## config.mk

```make
export PLATFORM = sky130hd
export DESIGN_NAME = trace_debugger
export DESIGN_NICKNAME = d
export VERILOG_FILES = /design/src/hdl/trdb_pkg.sv /design/src/hdl/trace_debugger.sv /design/src/hdl/trdb_branch_map.sv /design/src/hdl/trdb_itype_detector.sv /design/src/hdl/trdb_packet_emitter.sv /design/src/hdl/trdb_priority.sv /design/src/hdl/trdb_resync_counter.sv
export SDC_FILE = /design/constraint.sdc
export NUM_CORES = 1
export LEC_CHECK = 0
export BUFFER_PORTS_ARGS = -buffer_cell sky130_fd_sc_hd__buf_2
export CAP_MARGIN = 20
export CORE_MARGIN = 8
export CORE_UTILIZATION = 44
export DETAILED_ROUTE_END_ITERATION = 8
export PLACE_DENSITY = 0.72
export RECOVER_POWER = 50
export SETUP_SLACK_MARGIN = 0.05
export SLEW_MARGIN = 10
export SYNTH_ARGS = -nofsm -noshare
export SYNTH_HDL_FRONTEND = slang
export SYNTH_SLANG_ARGS = --single-unit
```

## constraint.sdc

```tcl
create_clock -name clk_i -period 2.7 [get_ports clk_i]
set_input_delay 0.54 -clock clk_i [delete_from_list [all_inputs] [get_ports clk_i]]
set_output_delay 0.54 -clock clk_i [all_outputs]
set_load 0.02 [all_outputs]
```

## src/hdl/trdb_pkg.sv

```systemverilog
// trace encoder package
// shared widths, vector types, privilege and packet-format encodings

package trdb_pkg;

    // core interface widths
    localparam int XLEN             = 32;
    localparam int INST_LEN         = 32;
    localparam int CAUSE_LEN        = 5;

    // branch map, one bit per conditional branch outcome
    localparam int BRANCH_MAP_LEN   = 31;
    localparam int BRANCH_COUNT_LEN = 5;

    // packet geometry
    localparam int PAYLOAD_LEN      = 96;
    localparam int P_LEN            = 4;

    // packets between forced sync packets
    localparam int RESYNC_MAX       = 8;
    localparam int RESYNC_CNT_LEN   = $clog2(RESYNC_MAX + 1);

    // rv32 major opcodes of interest
    localparam logic [6:0] OPCODE_BRANCH = 7'b1100011;
    localparam logic [6:0] OPCODE_JALR   = 7'b1100111;

    typedef logic [XLEN-1:0]             addr_t;
    typedef logic [INST_LEN-1:0]         inst_t;
    typedef logic [CAUSE_LEN-1:0]        cause_t;
    typedef logic [BRANCH_MAP_LEN-1:0]   branch_map_t;
    typedef logic [BRANCH_COUNT_LEN-1:0] branch_count_t;
    typedef logic [PAYLOAD_LEN-1:0]      payload_t;
    typedef logic [P_LEN-1:0]            length_t;

    // privilege levels, encoding as in mstatus.mpp
    typedef enum logic [1:0] {
        U = 2'b00,
        S = 2'b01,
        M = 2'b11
    } priv_lvl_e;

    // upper two bits hold the format, lower two the subformat
    typedef enum logic [3:0] {
        NONE          = 4'b0000,
        F_BRANCH_FULL = 4'b0100,
        F_BRANCH_ADDR = 4'b0101,
        F_ADDR_ONLY   = 4'b1000,
        F_SYNC_START  = 4'b1100,
        F_SYNC_TRAP   = 4'b1101
    } packet_type_e;

endpackage

```

## src/hdl/trace_debugger.sv

```systemverilog
// risc-v instruction trace encoder, top level
// samples the retirement port into nc/tc/lc stages and emits trace packets

module trace_debugger import trdb_pkg::*; (
    input  logic         clk_i,
    input  logic         rst_ni,
    input  logic         inst_valid_i,
    input  logic         iretired_i,
    input  logic         exception_i,
    input  logic         interrupt_i,
    input  priv_lvl_e    priv_lvl_i,
    input  cause_t       ucause_i,
    input  cause_t       scause_i,
    input  cause_t       mcause_i,
    input  addr_t        utval_i,
    input  addr_t        stval_i,
    input  addr_t        mtval_i,
    input  inst_t        inst_data_i,
    input  addr_t        pc_i,
    output logic         packet_valid_o,
    output packet_type_e packet_type_o,
    output length_t      packet_length_o,
    output payload_t     packet_payload_o
);

    cause_t        cause;
    addr_t         tval;

    // next cycle stage
    logic          nc_valid, nc_iretired, nc_exception, nc_interrupt;
    cause_t        nc_cause;
    addr_t         nc_tval, nc_iaddr;
    priv_lvl_e     nc_priv;
    inst_t         nc_inst;
    logic          nc_branch, nc_updiscon;

    // this cycle stage
    logic          tc_valid, tc_iretired, tc_exception, tc_interrupt;
    cause_t        tc_cause;
    addr_t         tc_tval, tc_iaddr;
    priv_lvl_e     tc_priv;
    logic          tc_branch, tc_updiscon, tc_taken;

    // last cycle stage
    logic          lc_valid, lc_exception, lc_interrupt, lc_updiscon;
    cause_t        lc_cause;
    addr_t         lc_tval;

    logic          trace_active, qualified_seen;
    logic          tc_qualified, tc_first_qualified;
    branch_map_t   branch_map;
    branch_count_t branch_count;
    logic          map_full, map_flush, resync_req, resync_rst;
    packet_type_e  tc_packet_type;

    // trap registers of the current privilege level
    always_comb begin
        case (priv_lvl_i)
            M: begin
                cause = mcause_i;
                tval  = mtval_i;
            end
            S: begin
                cause = scause_i;
                tval  = stval_i;
            end
            default: begin
                cause = ucause_i;
                tval  = utval_i;
            end
        endcase
    end

    // control bits of the three stages
    always_ff @(posedge clk_i or negedge rst_ni) begin
        if (!rst_ni) begin
            {nc_valid, nc_iretired, nc_exception, nc_interrupt} <= '0;
            {tc_valid, tc_iretired, tc_exception, tc_interrupt} <= '0;
            {tc_branch, tc_updiscon} <= '0;
            {lc_valid, lc_exception, lc_interrupt, lc_updiscon} <= '0;
            trace_active   <= 1'b0;
            qualified_seen <= 1'b0;
        end else begin
            nc_valid     <= inst_valid_i;
            nc_iretired  <= iretired_i;
            nc_exception <= exception_i;
            nc_interrupt <= interrupt_i;
            tc_valid     <= nc_valid;
            tc_iretired  <= nc_iretired;
            tc_exception <= nc_exception;
            tc_interrupt <= nc_interrupt;
            tc_branch    <= nc_branch;
            tc_updiscon  <= nc_updiscon;
            lc_valid     <= tc_valid;
            lc_exception <= tc_exception;
            lc_interrupt <= tc_interrupt;
            lc_updiscon  <= tc_updiscon;
            // sticky, first retirement switches tracing on
            if (iretired_i) begin
                trace_active <= 1'b1;
            end
            if (tc_qualified) begin
                qualified_seen <= 1'b1;
            end
        end
    end

    // payload of the three stages
    always_ff @(posedge clk_i) begin
        nc_cause <= cause;
        nc_tval  <= tval;
        nc_priv  <= priv_lvl_i;
        nc_inst  <= inst_data_i;
        nc_iaddr <= pc_i;
        tc_cause <= nc_cause;
        tc_tval  <= nc_tval;
        tc_priv  <= nc_priv;
        tc_iaddr <= nc_iaddr;
        lc_cause <= tc_cause;
        lc_tval  <= tc_tval;
    end

    assign tc_qualified       = tc_valid && tc_iretired && trace_active;
    assign tc_first_qualified = tc_qualified && !qualified_seen;

    // no compressed instructions, fall-through is always +4
    assign tc_taken = (nc_iaddr != tc_iaddr + addr_t'(4));

    trdb_itype_detector i_trdb_itype_detector (
        .nc_inst_data_i(nc_inst),
        .nc_branch_o   (nc_branch),
        .nc_updiscon_o (nc_updiscon)
    );

    trdb_branch_map i_trdb_branch_map (
        .clk_i         (clk_i),
        .rst_ni        (rst_ni),
        .valid_i       (tc_qualified && tc_branch),
        .branch_taken_i(tc_taken),
        .flush_i       (map_flush),
        .map_o         (branch_map),
        .branches_o    (branch_count),
        .is_full_o     (map_full)
    );

    trdb_resync_counter i_trdb_resync_counter (
        .clk_i           (clk_i),
        .rst_ni          (rst_ni),
        .packet_emitted_i(map_flush),
        .resync_rst_i    (resync_rst),
        .resync_req_o    (resync_req)
    );

    // trap seen one instruction back, gated by lc valid
    trdb_priority i_trdb_priority (
        .tc_qualified_i      (tc_qualified),
        .tc_first_qualified_i(tc_first_qualified),
        .lc_exception_i      (lc_valid && (lc_exception || lc_interrupt)),
        .lc_updiscon_i       (lc_valid && lc_updiscon),
        .resync_req_i        (resync_req),
        .tc_branch_i         (tc_branch),
        .branches_i          (branch_count),
        .map_full_i          (map_full),
        .packet_type_o       (tc_packet_type),
        .flush_o             (map_flush),
        .resync_rst_o        (resync_rst)
    );

    trdb_packet_emitter i_trdb_packet_emitter (
        .clk_i            (clk_i),
        .rst_ni           (rst_ni),
        .packet_type_i    (tc_packet_type),
        .tc_priv_i        (tc_priv),
        .tc_iaddr_i       (tc_iaddr),
        .lc_cause_i       (lc_cause),
        .lc_tval_i        (lc_tval),
        .lc_interrupt_i   (lc_interrupt),
        .tc_branch_i      (tc_branch),
        .tc_branch_taken_i(tc_taken),
        .branches_i       (branch_count),
        .map_i            (branch_map),
        .packet_valid_o   (packet_valid_o),
        .packet_type_o    (packet_type_o),
        .packet_length_o  (packet_length_o),
        .packet_payload_o (packet_payload_o)
    );

endmodule

```

## src/hdl/trdb_branch_map.sv

```systemverilog
// branch map
// collects conditional branch outcomes until a packet flushes them

module trdb_branch_map import trdb_pkg::*; (
    input  logic          clk_i,
    input  logic          rst_ni,
    input  logic          valid_i,
    input  logic          branch_taken_i,
    input  logic          flush_i,
    output branch_map_t   map_o,
    output branch_count_t branches_o,
    output logic          is_full_o
);

    branch_map_t   map_q;
    branch_count_t count_q;
    branch_map_t   new_bit;

    // oldest outcome sits in bit 0
    // a set bit means not taken, as in the e-trace map
    assign new_bit = branch_map_t'(!branch_taken_i) << count_q;

    always_ff @(posedge clk_i or negedge rst_ni) begin
        if (!rst_ni) begin
            map_q   <= '0;
            count_q <= '0;
        end else if (flush_i) begin
            // an outcome arriving now already went into the packet
            map_q   <= '0;
            count_q <= '0;
        end else if (valid_i) begin
            map_q   <= map_q | new_bit;
            count_q <= count_q + branch_count_t'(1);
        end
    end

    assign map_o      = map_q;
    assign branches_o = count_q;
    assign is_full_o  = (count_q == branch_count_t'(BRANCH_MAP_LEN));

endmodule

```

## src/hdl/trdb_itype_detector.sv

```systemverilog
// instruction type detector
// flags conditional branches and uninferable jumps in the nc word

module trdb_itype_detector import trdb_pkg::*; (
    input  inst_t nc_inst_data_i,
    output logic  nc_branch_o,
    output logic  nc_updiscon_o
);

    logic [6:0] opcode;
    logic [2:0] funct3;

    // standard rv32 field positions
    assign opcode = nc_inst_data_i[6:0];
    assign funct3 = nc_inst_data_i[14:12];

    always_comb begin
        nc_branch_o   = 1'b0;
        nc_updiscon_o = 1'b0;
        case (opcode)
            // beq, bne, blt, bge, bltu, bgeu
            OPCODE_BRANCH: begin
                nc_branch_o = (funct3 != 3'b010) && (funct3 != 3'b011);
            end
            // jalr target is register based, not inferable
            OPCODE_JALR: begin
                nc_updiscon_o = (funct3 == 3'b000);
            end
            // jal and the rest follow from the binary
            default: begin
                nc_branch_o   = 1'b0;
                nc_updiscon_o = 1'b0;
            end
        endcase
    end

endmodule

```

## src/hdl/trdb_packet_emitter.sv

```systemverilog
// packet emitter
// packs the fields of the chosen format and registers payload and length

module trdb_packet_emitter import trdb_pkg::*; (
    input  logic          clk_i,
    input  logic          rst_ni,
    input  packet_type_e  packet_type_i,
    input  priv_lvl_e     tc_priv_i,
    input  addr_t         tc_iaddr_i,
    input  cause_t        lc_cause_i,
    input  addr_t         lc_tval_i,
    input  logic          lc_interrupt_i,
    input  logic          tc_branch_i,
    input  logic          tc_branch_taken_i,
    input  branch_count_t branches_i,
    input  branch_map_t   map_i,
    output logic          packet_valid_o,
    output packet_type_e  packet_type_o,
    output length_t       packet_length_o,
    output payload_t      packet_payload_o
);

    branch_map_t   map_all;
    branch_count_t count_all;
    payload_t      payload_d;
    length_t       length_d;

    // fold the tc outcome in, same bit order as the map
    always_comb begin
        map_all   = map_i;
        count_all = branches_i;
        if (tc_branch_i) begin
            map_all   = map_i | (branch_map_t'(!tc_branch_taken_i) << branches_i);
            count_all = branches_i + branch_count_t'(1);
        end
    end

    // fields packed from bit 0 up, rest left zero
    always_comb begin
        payload_d = '0;
        length_d  = '0;
        case (packet_type_i)
            F_SYNC_START: begin
                payload_d = payload_t'({tc_iaddr_i, tc_priv_i});
                length_d  = length_t'(5);
            end
            F_SYNC_TRAP: begin
                payload_d = payload_t'({lc_tval_i, tc_iaddr_i, lc_cause_i,
                                        lc_interrupt_i, tc_priv_i});
                length_d  = length_t'(9);
            end
            F_BRANCH_FULL: begin
                payload_d = payload_t'({map_all, count_all});
                length_d  = length_t'(5);
            end
            F_BRANCH_ADDR: begin
                payload_d = payload_t'({tc_iaddr_i, map_all, count_all});
                length_d  = length_t'(9);
            end
            F_ADDR_ONLY: begin
                // full address, no delta compression
                payload_d = payload_t'(tc_iaddr_i);
                length_d  = length_t'(4);
            end
            default: begin
                payload_d = '0;
                length_d  = '0;
            end
        endcase
    end

    always_ff @(posedge clk_i or negedge rst_ni) begin
        if (!rst_ni) begin
            packet_valid_o   <= 1'b0;
            packet_type_o    <= NONE;
            packet_length_o  <= '0;
            packet_payload_o <= '0;
        end else begin
            // one cycle strobe, no back-pressure
            packet_valid_o   <= (packet_type_i != NONE);
            packet_type_o    <= packet_type_i;
            packet_length_o  <= length_d;
            packet_payload_o <= payload_d;
        end
    end

endmodule

```

## src/hdl/trdb_priority.sv

```systemverilog
// packet priority logic
// chooses the packet format for the tc instruction, first rule wins

module trdb_priority import trdb_pkg::*; (
    input  logic          tc_qualified_i,
    input  logic          tc_first_qualified_i,
    input  logic          lc_exception_i,
    input  logic          lc_updiscon_i,
    input  logic          resync_req_i,
    input  logic          tc_branch_i,
    input  branch_count_t branches_i,
    input  logic          map_full_i,
    output packet_type_e  packet_type_o,
    output logic          flush_o,
    output logic          resync_rst_o
);

    logic has_branches;
    logic full_with_tc;

    // count seen with the tc outcome already added
    assign has_branches = tc_branch_i || (branches_i != '0);

    // tc branch fills the last free slot
    assign full_with_tc = map_full_i ||
                          (tc_branch_i && (branches_i == branch_count_t'(BRANCH_MAP_LEN - 1)));

    always_comb begin
        packet_type_o = NONE;
        if (tc_qualified_i) begin
            if (tc_first_qualified_i) begin
                // tracing just started
                packet_type_o = F_SYNC_START;
            end else if (lc_exception_i) begin
                // tc is the first handler instruction
                packet_type_o = F_SYNC_TRAP;
            end else if (resync_req_i) begin
                packet_type_o = F_SYNC_START;
            end else if (lc_updiscon_i) begin
                // tc is the target of an uninferable jump
                if (has_branches) begin
                    packet_type_o = F_BRANCH_ADDR;
                end else begin
                    packet_type_o = F_ADDR_ONLY;
                end
            end else if (full_with_tc) begin
                packet_type_o = F_BRANCH_FULL;
            end else begin
                packet_type_o = NONE;
            end
        end
    end

    // every packet empties the map
    assign flush_o = (packet_type_o != NONE);

    // sync packets restart the resync window
    assign resync_rst_o = (packet_type_o == F_SYNC_START) ||
                          (packet_type_o == F_SYNC_TRAP);

endmodule

```

## src/hdl/trdb_resync_counter.sv

```systemverilog
// resync counter
// requests a sync packet after RESYNC_MAX packets without one

module trdb_resync_counter import trdb_pkg::*; (
    input  logic clk_i,
    input  logic rst_ni,
    input  logic packet_emitted_i,
    input  logic resync_rst_i,
    output logic resync_req_o
);

    logic [RESYNC_CNT_LEN-1:0] count_q;

    always_ff @(posedge clk_i or negedge rst_ni) begin
        if (!rst_ni) begin
            count_q <= '0;
        end else if (resync_rst_i) begin
            // any sync packet restarts the window
            count_q <= '0;
        end else if (packet_emitted_i && !resync_req_o) begin
            count_q <= count_q + RESYNC_CNT_LEN'(1);
        end
    end

    // saturates, so the request holds until a sync
    assign resync_req_o = (count_q == RESYNC_CNT_LEN'(RESYNC_MAX));

endmodule

```

-- Yosys cells after proc, flatten, opt, wreduce, memory -nomap -nowiden
Index checks and enable logic that the tools add are counted.
- add/sub/neg operators: 3
- equality and inequality tests: 15
- shift-type cells: 1
- multiplexer cells: 21
- bitwise gates (word level): 1
- reduce and logical (&&, ||, !) cells: 23
- operators by type and width (operator ; number):
    one-hot mux 72 bit (5 select lines) ; 1
    2-to-1 mux 31 bit ; 3
    one-hot mux 32 bit (2 select lines) ; 1
    adder 32 x 3 -> 32 bit, second input constant ; 1
    2-to-1 mux 4 bit ; 8
    inequality test 32 bit ; 1
    bitwise OR 31 bit ; 1
    left shift 1 x 5 -> 31 bit ; 1
    == test 4 bit, second input constant ; 4
    2-to-1 mux 5 bit ; 3
    == test 7 bit, second input constant ; 2
    one-hot mux 4 bit (3 select lines) ; 1
    == test 5 bit, second input constant ; 2
    one-hot mux 5 bit (2 select lines) ; 1
    logical AND 1 bit ; 9
    == test 4 x 3 -> 1 bit, second input constant ; 2
    inequality test 3 x 2 -> 1 bit, second input constant ; 2
    adder 5 x 1 -> 5 bit, second input constant ; 1
    nonzero test 5 bit ; 1
    adder 4 x 1 -> 4 bit, second input constant ; 1
    logical OR 1 bit ; 4
    nonzero test 2 bit ; 2
    nonzero test 4 bit ; 1
    OR reduction 2 bit ; 2
    6 further kinds ; 9
- bits in registers: 331
- input port bits: 183
- output and inout bits: 105
- word-level logic and storage cells: 98

-- Depth between registers and ports, before layout
- depth in word-level cells: 13
- mapped depth: 13
- depth with buffers taken out: 12

-- Cells and area by module
Synthesis repeated with hierarchy kept, for this count alone.
- cell total of the unflattened synthesis: 1052
- area total of the unflattened synthesis: 12364.4 um^2
- by module, submodules not included (module ; instances ; cells an instance ; area an instance (um^2) ; seq. area each (um^2)):
    trace_debugger ; 1 ; 518 ; 6528.8 ; 4624.4
    trdb_packet_emitter ; 1 ; 346 ; 3893.7 ; 2001.9
    trdb_branch_map ; 1 ; 142 ; 1551.5 ; 900.9
    trdb_resync_counter ; 1 ; 24 ; 232.7 ; 100.1
    trdb_priority ; 1 ; 16 ; 110.1 ; 0.0
    trdb_itype_detector ; 1 ; 6 ; 47.5 ; 0.0

-- Worst setup path before layout
OpenSTA, ideal clock, no wires.
- path kind: reg2reg
- start point: register i_trdb_branch_map.count_q[0] (netlist: i_trdb_branch_map.branches_o[0])
- end point: register i_trdb_branch_map.map_q[12] (netlist: i_trdb_branch_map.map_o[12])
- library setup time: 0.130 ns
- arrival time: 2.787 ns
- required time: 2.570 ns
- slack: -0.218 ns
- cell stages (with the launch flop): 13
- buffers on the path: 3
- period minus slack after synthesis: 2.918 ns
- cells stage by stage: dfrtp_1 -> clkbuf_1 -> inv_1 -> ha_1 -> or4b_1 -> or3_1 -> clkbuf_1 -> o211ai_1 -> nand2_1 -> and3_1 -> nand3_1 -> clkbuf_1 -> o21ai_1
- word-level cells in the longest chain between the ends: 11
- elaborated cells between the ends (all ways): 19
- those cells by class: 2 x eq/ne; 1 x shift; 9 x mux; 1 x bitwise; 6 x reduce/logical
- RTL lines (element ; line ; RTL):
    start, declared ; trdb_branch_map.sv:16 ; branch_count_t count_q;
    start signal, assigned ; trdb_branch_map.sv:33 ; count_q <= count_q + branch_count_t'(1);
    == test 5 bit ; trdb_priority.sv:26 ; (tc_branch_i && (branches_i == branch_count_t'(BRANCH_MAP_LEN - 1)));
    logical AND 1 bit ; trdb_priority.sv:26 ;
    logical OR 1 bit ; trdb_priority.sv:25 ; assign full_with_tc = map_full_i ||
    2-to-1 mux 3 bit ; trdb_priority.sv:46 ; end else if (full_with_tc) begin
    2-to-1 mux 4 bit ; trdb_priority.sv:39 ; end else if (lc_updiscon_i) begin
    2-to-1 mux 4 bit ; trdb_priority.sv:37 ; end else if (resync_req_i) begin
    2-to-1 mux 4 bit ; trdb_priority.sv:34 ; end else if (lc_exception_i) begin
    2-to-1 mux 4 bit ; trdb_priority.sv:31 ; if (tc_first_qualified_i) begin
    2-to-1 mux 4 bit ; trdb_priority.sv:30 ; if (tc_qualified_i) begin
    nonzero test 4 bit ; trdb_priority.sv:55 ; assign flush_o = (packet_type_o != NONE);
    2-to-1 mux 31 bit or nonzero test 2 bit (tied branches) ; - ;
    end signal, assigned ; trdb_branch_map.sv:32 ; map_q <= map_q | new_bit;
    end, declared ; trdb_branch_map.sv:15 ; branch_map_t map_q;
Several ways; a longest one is shown, not always the timed one. The select of a mux whose other input is x is not followed.
A chain may end at the register's enable or synchronous reset.

-- Worst setup path after layout
- start point: register tc_iaddr[2]
- end point: register i_trdb_branch_map.map_q[8] (netlist: i_trdb_branch_map.map_o[8])
- word-level cells in the longest chain between the ends: 7
- RTL lines (element ; line ; RTL):
    start, declared ; trace_debugger.sv:40 ; addr_t tc_tval, tc_iaddr;
    start signal, assigned ; trace_debugger.sv:118 ; tc_iaddr <= nc_iaddr;
    adder 32 x 3 -> 32 bit ; trace_debugger.sv:127 ; assign tc_taken = (nc_iaddr != tc_iaddr + addr_t'(4));
    inequality test 32 bit ; trace_debugger.sv:127 ;
    logical NOT 1 bit ; trdb_branch_map.sv:21 ; assign new_bit = branch_map_t'(!branch_taken_i) << count_q;
    left shift 1 x 5 -> 31 bit ; trdb_branch_map.sv:21 ;
    bitwise OR 31 bit ; trdb_branch_map.sv:32 ;
    2-to-1 mux 31 bit ; trdb_branch_map.sv:31 ; end else if (valid_i) begin
    2-to-1 mux 31 bit ; trdb_branch_map.sv:27 ; end else if (flush_i) begin
No other way between the ends. The select of a mux whose other input is x is not followed.

==> flow_summary.ini <==
[outcome]
status = finished with violations
violations = setup timing

[synthesis]
yosys.area_share.adder_pct = 0.738
synth.top_cells.by_count = sky130_fd_sc_hd__dfxtp_1, sky130_fd_sc_hd__dfrtp_1, sky130_fd_sc_hd__nor2_1
yosys-top-cells-area = sky130_fd_sc_hd__dfxtp_1, sky130_fd_sc_hd__dfrtp_1, sky130_fd_sc_hd__mux2i_1
synth_cell_types = 64
post_synth_xor_area_fraction_pct = 3.47
synth_top_family_by_area = compound AO/OA/AOI/OAI gates
ys_ff_latch = 324
synth_most_common_cell = sky130_fd_sc_hd__dfxtp_1
synth-compound-area-share_pct = 12.5
post_synth.cell_area_avg_um2 = 11.1
post_synth_mux_area_share_pct = 6.03
seq_area_frac_synth_pct = 60.3
yosysWarningCount = 0
synth_simple_gate_area_share_pct = 12.0
synth.largest_area_cell = sky130_fd_sc_hd__dfxtp_1
synthFlopType = sky130_fd_sc_hd__dfxtp_1
synth-async-reset-ratio_pct = 41.7
post_synth_design_cell_area_um2 = 11900
synth_cells = 1070
synth-edff-count = 0
yosysTopAreaCellShare_pct = 31.9

[detailed_routing]
initialDrtViolationCount = 803
detail-route-antenna-nets = 0
drtPass1Iterations = 8
drc = 0
routed_via_density = 5.34
routedWlPerCell_um = 20.3
totalWireLength_um = 36200
route.vias.total = 9525

[power_and_ir_drop]
cellPowerDensity_nw_per_um2 = 681
vdd.ir_drop.worst_mv = 0.438
power_leakage_uw = 0.00753

[timing]
timing_worst_slew_pin_value_ns = 1.37
setup_violations = 58
hold_violations = 0
timing.fmax_ghz = 0.344
maxSlewViolCount = 0
timing.max_slew.rel_slack_pct = 8.49
final_min_period_over_clock_period_pct = 108
post-route-worst-setup-slack_ns = -0.205
max_clock_skew_ns = 0.0207
worst_hold_slack_ns = 0.124
grt_setup_unrepaired = yes
timing.final.crit_period_ns = 2.91

[setup_path]
crit_arrival_ns = 3.35
setup.worst_path.class = reg -> reg
critPathLaunchType = flip-flop
rrSetupSlack_ns = -0.21
timing.reg2reg.worst_path_depth = 13
reg2reg_to = i_trdb_branch_map.map_o[8]$_DFFE_PN0P_
required_time_at_the_endpoint_of_the_critical_path_ns = 3.14
crit_path_max_fanout = 7
regToRegStartpoint = tc_iaddr[2]$_DFF_P_
worstSetupEndpointType = flip-flop

[layout]
n_fill_cell = 2214
finalNetCount = 1607
final_cells = 1784
antennaDiodeCount = 0
finish.utilization_pct = 60.1
area.growth.synth_to_final_pct = 35.3
final_instance_area_um2 = 16100
layout-drive-gt1-share_pct = 38.0

[placed_design]
detailedPlacementHpwl_um = 25700
dp_slack_ns = -0.376
post-place-cells = 1696
post_placement_cell_area_um2 = 14200
io_buffers = 239
globalplace.congestion = 0.928

[global_routing]
grt_max_degree = 76
grt_pass1_wl_um = 55000
grt_antenna_before_repair = 0
gr-usage-all-layers_pct = 21.3
first_global_vias = 9812
grt.overflow.total = 0

[die]
io_pins = 288
initial_cell_density_of_the_core_pct = 44.4
dieArea_um2 = 32500
core_um2 = 26700
rows = 60
floorplan.die.width_um = 180
die_h_um = 180

[cts]
tritoncts = built
htreeDepth = 2
tritoncts_num_sinks = 324
cts_inserted_buffers = 35
cts_root_buf = sky130_fd_sc_hd__clkbuf_16
cts.reportedPaths.clkPinSlew_ns = 0.06
ctsLongestPathBuffers = 3
clk_latency_worst_skew_pair_ns = 0.52

[min_path]
cell_depth_of_the_worst_min_delay_path = 1
hold_start = inst_data_i[13]
min_path_type = in -> reg
worst_hold_endpoint = nc_inst[13]$_DFF_P_

[job]
timing.max_cap.violations = 0
==> kinds of logic after synthesis <==
group / after synthesis
adders and majority gates: 7
and+or+nand+nor: 278
other: 1
muxes: 69
xor gates and xnor gates: 47
buffers and inverters: 122
DFF: 324
AOI/OAI and AO/OA: 222
==> registers in the layout, summed over array words and instances, names as in the netlist, 10 cells and up <==
name                                    flops
nc_iaddr                                   32
i_trdb_branch_map.map_o                    31
i_trdb_packet_emitter.packet_payload_o     72
nc_tval                                    32
nc_inst                                    10
lc_tval                                    32
tc_iaddr                                   32
tc_tval                                    32
==> cell usage in the layout (no fill, tap or decap), types with 4 or more instances in the layout <==
cell,synthesis,routed
sky130_fd_sc_hd__and4_1,6,5
sky130_fd_sc_hd__nand3_1,23,21
sky130_fd_sc_hd__conb_1,1,26
sky130_fd_sc_hd__mux2_2,20,20
sky130_fd_sc_hd__a21oi_1,56,55
sky130_fd_sc_hd__clkbuf_1,59,21
sky130_fd_sc_hd__buf_6,0,13
sky130_fd_sc_hd__nor3_1,11,7
sky130_fd_sc_hd__a221oi_1,5,5
sky130_fd_sc_hd__nor3_2,2,6
sky130_fd_sc_hd__nand4_1,21,21
sky130_fd_sc_hd__buf_12,0,13
sky130_fd_sc_hd__nand2_1,65,63
sky130_fd_sc_hd__dfrtp_1,135,135
sky130_fd_sc_hd__and2_1,6,6
sky130_fd_sc_hd__inv_1,14,12
sky130_fd_sc_hd__clkbuf_16,0,38
sky130_fd_sc_hd__clkinv_2,0,6
sky130_fd_sc_hd__buf_2,13,232
sky130_fd_sc_hd__mux2i_1,49,49
sky130_fd_sc_hd__a222oi_1,21,21
sky130_fd_sc_hd__a22o_1,32,32
sky130_fd_sc_hd__o21ai_1,40,25
sky130_fd_sc_hd__a22oi_1,5,5
sky130_fd_sc_hd__dfxtp_2,0,9
sky130_fd_sc_hd__nand3b_1,4,4
sky130_fd_sc_hd__o21ai_0,33,9
sky130_fd_sc_hd__ha_1,7,5
sky130_fd_sc_hd__dfxtp_1,189,179
sky130_fd_sc_hd__nor4_1,8,5
sky130_fd_sc_hd__o21ai_2,0,36
sky130_fd_sc_hd__buf_4,30,118
sky130_fd_sc_hd__nor2_1,81,79
sky130_fd_sc_hd__xor2_1,21,19
sky130_fd_sc_hd__and3_1,18,17
sky130_fd_sc_hd__nor2b_1,6,6
sky130_fd_sc_hd__xnor2_1,26,26
sky130_fd_sc_hd__clkbuf_8,0,6
==> power by group <==
group / internal [uW] / switching [uW]
Sequential: 5090 / 139
Combinational: 468 / 568
Clock: 2820 / 1860
Total: 8380 / 2570
==> worst max-delay path, stage by stage, from the launching register on <==
cell                        delay [ns]
sky130_fd_sc_hd__dfxtp_4          0.37
sky130_fd_sc_hd__ha_4             0.15
sky130_fd_sc_hd__nand3_4          0.11
sky130_fd_sc_hd__buf_6            0.17
sky130_fd_sc_hd__nor4_4           0.26
sky130_fd_sc_hd__a211oi_2         0.08
sky130_fd_sc_hd__nor4_2           0.32
sky130_fd_sc_hd__nand4b_1         0.20
sky130_fd_sc_hd__a2111oi_4        0.44
sky130_fd_sc_hd__buf_4            0.21
sky130_fd_sc_hd__buf_6            0.10
sky130_fd_sc_hd__nand3_4          0.11
sky130_fd_sc_hd__clkbuf_16        0.20
sky130_fd_sc_hd__o21ai_2          0.12
==> what timing repair did <==
item	CTS	global route
hold endpoints to repair	10	0
buffers inserted	10	11
hold buffers	1	0
gates cloned	1	2
endpoints found under the setup margin	62	77
resized for setup	81	54
pin swaps	17	21
==> final cells by class <==
type	instances	area, um^2	area share (%)
clock inverter	11	124	0.771
timing repair buffer	393	2590	16.1
clock buffer	52	1020	6.36
inverter	14	55.1	0.343
multi-input combinational	649	4670	29.0
tap	341	427	2.66
sequential	324	7180	44.7
==> metal layers <==
layer	up-vias	wire length [um]	global-route usage (%)
li1	4448	-	-
met1	4491	15100	27.1
met2	507	17000	34.8
met3	79	2890	5.10
met4	0	1190	7.71
met5	-	0	0
==> stage by stage <==
stage	TNS, ns	total power (uW)
after global routing	-12.15	11400
after floorplan	0	5790
after global placement	-9.45	6240
final	-6.16	10900
after detailed placement	-13.04	6260
after CTS	-4.17	11000
==> worst max-delay path by stage <==
stage | endpoint | slack (ns) | depth (start not counted) | from
5_1_grt | i_trdb_branch_map.map_o[10]$_DFFE_PN0P_ | -0.29 | 13 | tc_iaddr[2]$_DFF_P_
2_1_floorplan | i_trdb_packet_emitter.packet_payload_o[22]$_DFF_PN0_ | 0.05 | 11 | tc_iaddr[2]$_DFF_P_
3_5_place_dp | i_trdb_packet_emitter.packet_payload_o[28]$_DFF_PN0_ | -0.38 | 11 | tc_iaddr[2]$_DFF_P_
3_3_place_gp | i_trdb_packet_emitter.packet_payload_o[28]$_DFF_PN0_ | -0.41 | 11 | tc_iaddr[2]$_DFF_P_
6_report | i_trdb_branch_map.map_o[8]$_DFFE_PN0P_ | -0.21 | 13 | tc_iaddr[2]$_DFF_P_
4_1_cts | i_trdb_branch_map.map_o[15]$_DFFE_PN0P_ | -0.13 | 13 | tc_iaddr[2]$_DFF_P_
No activity file was read; power rests on OpenSTA's default activity.
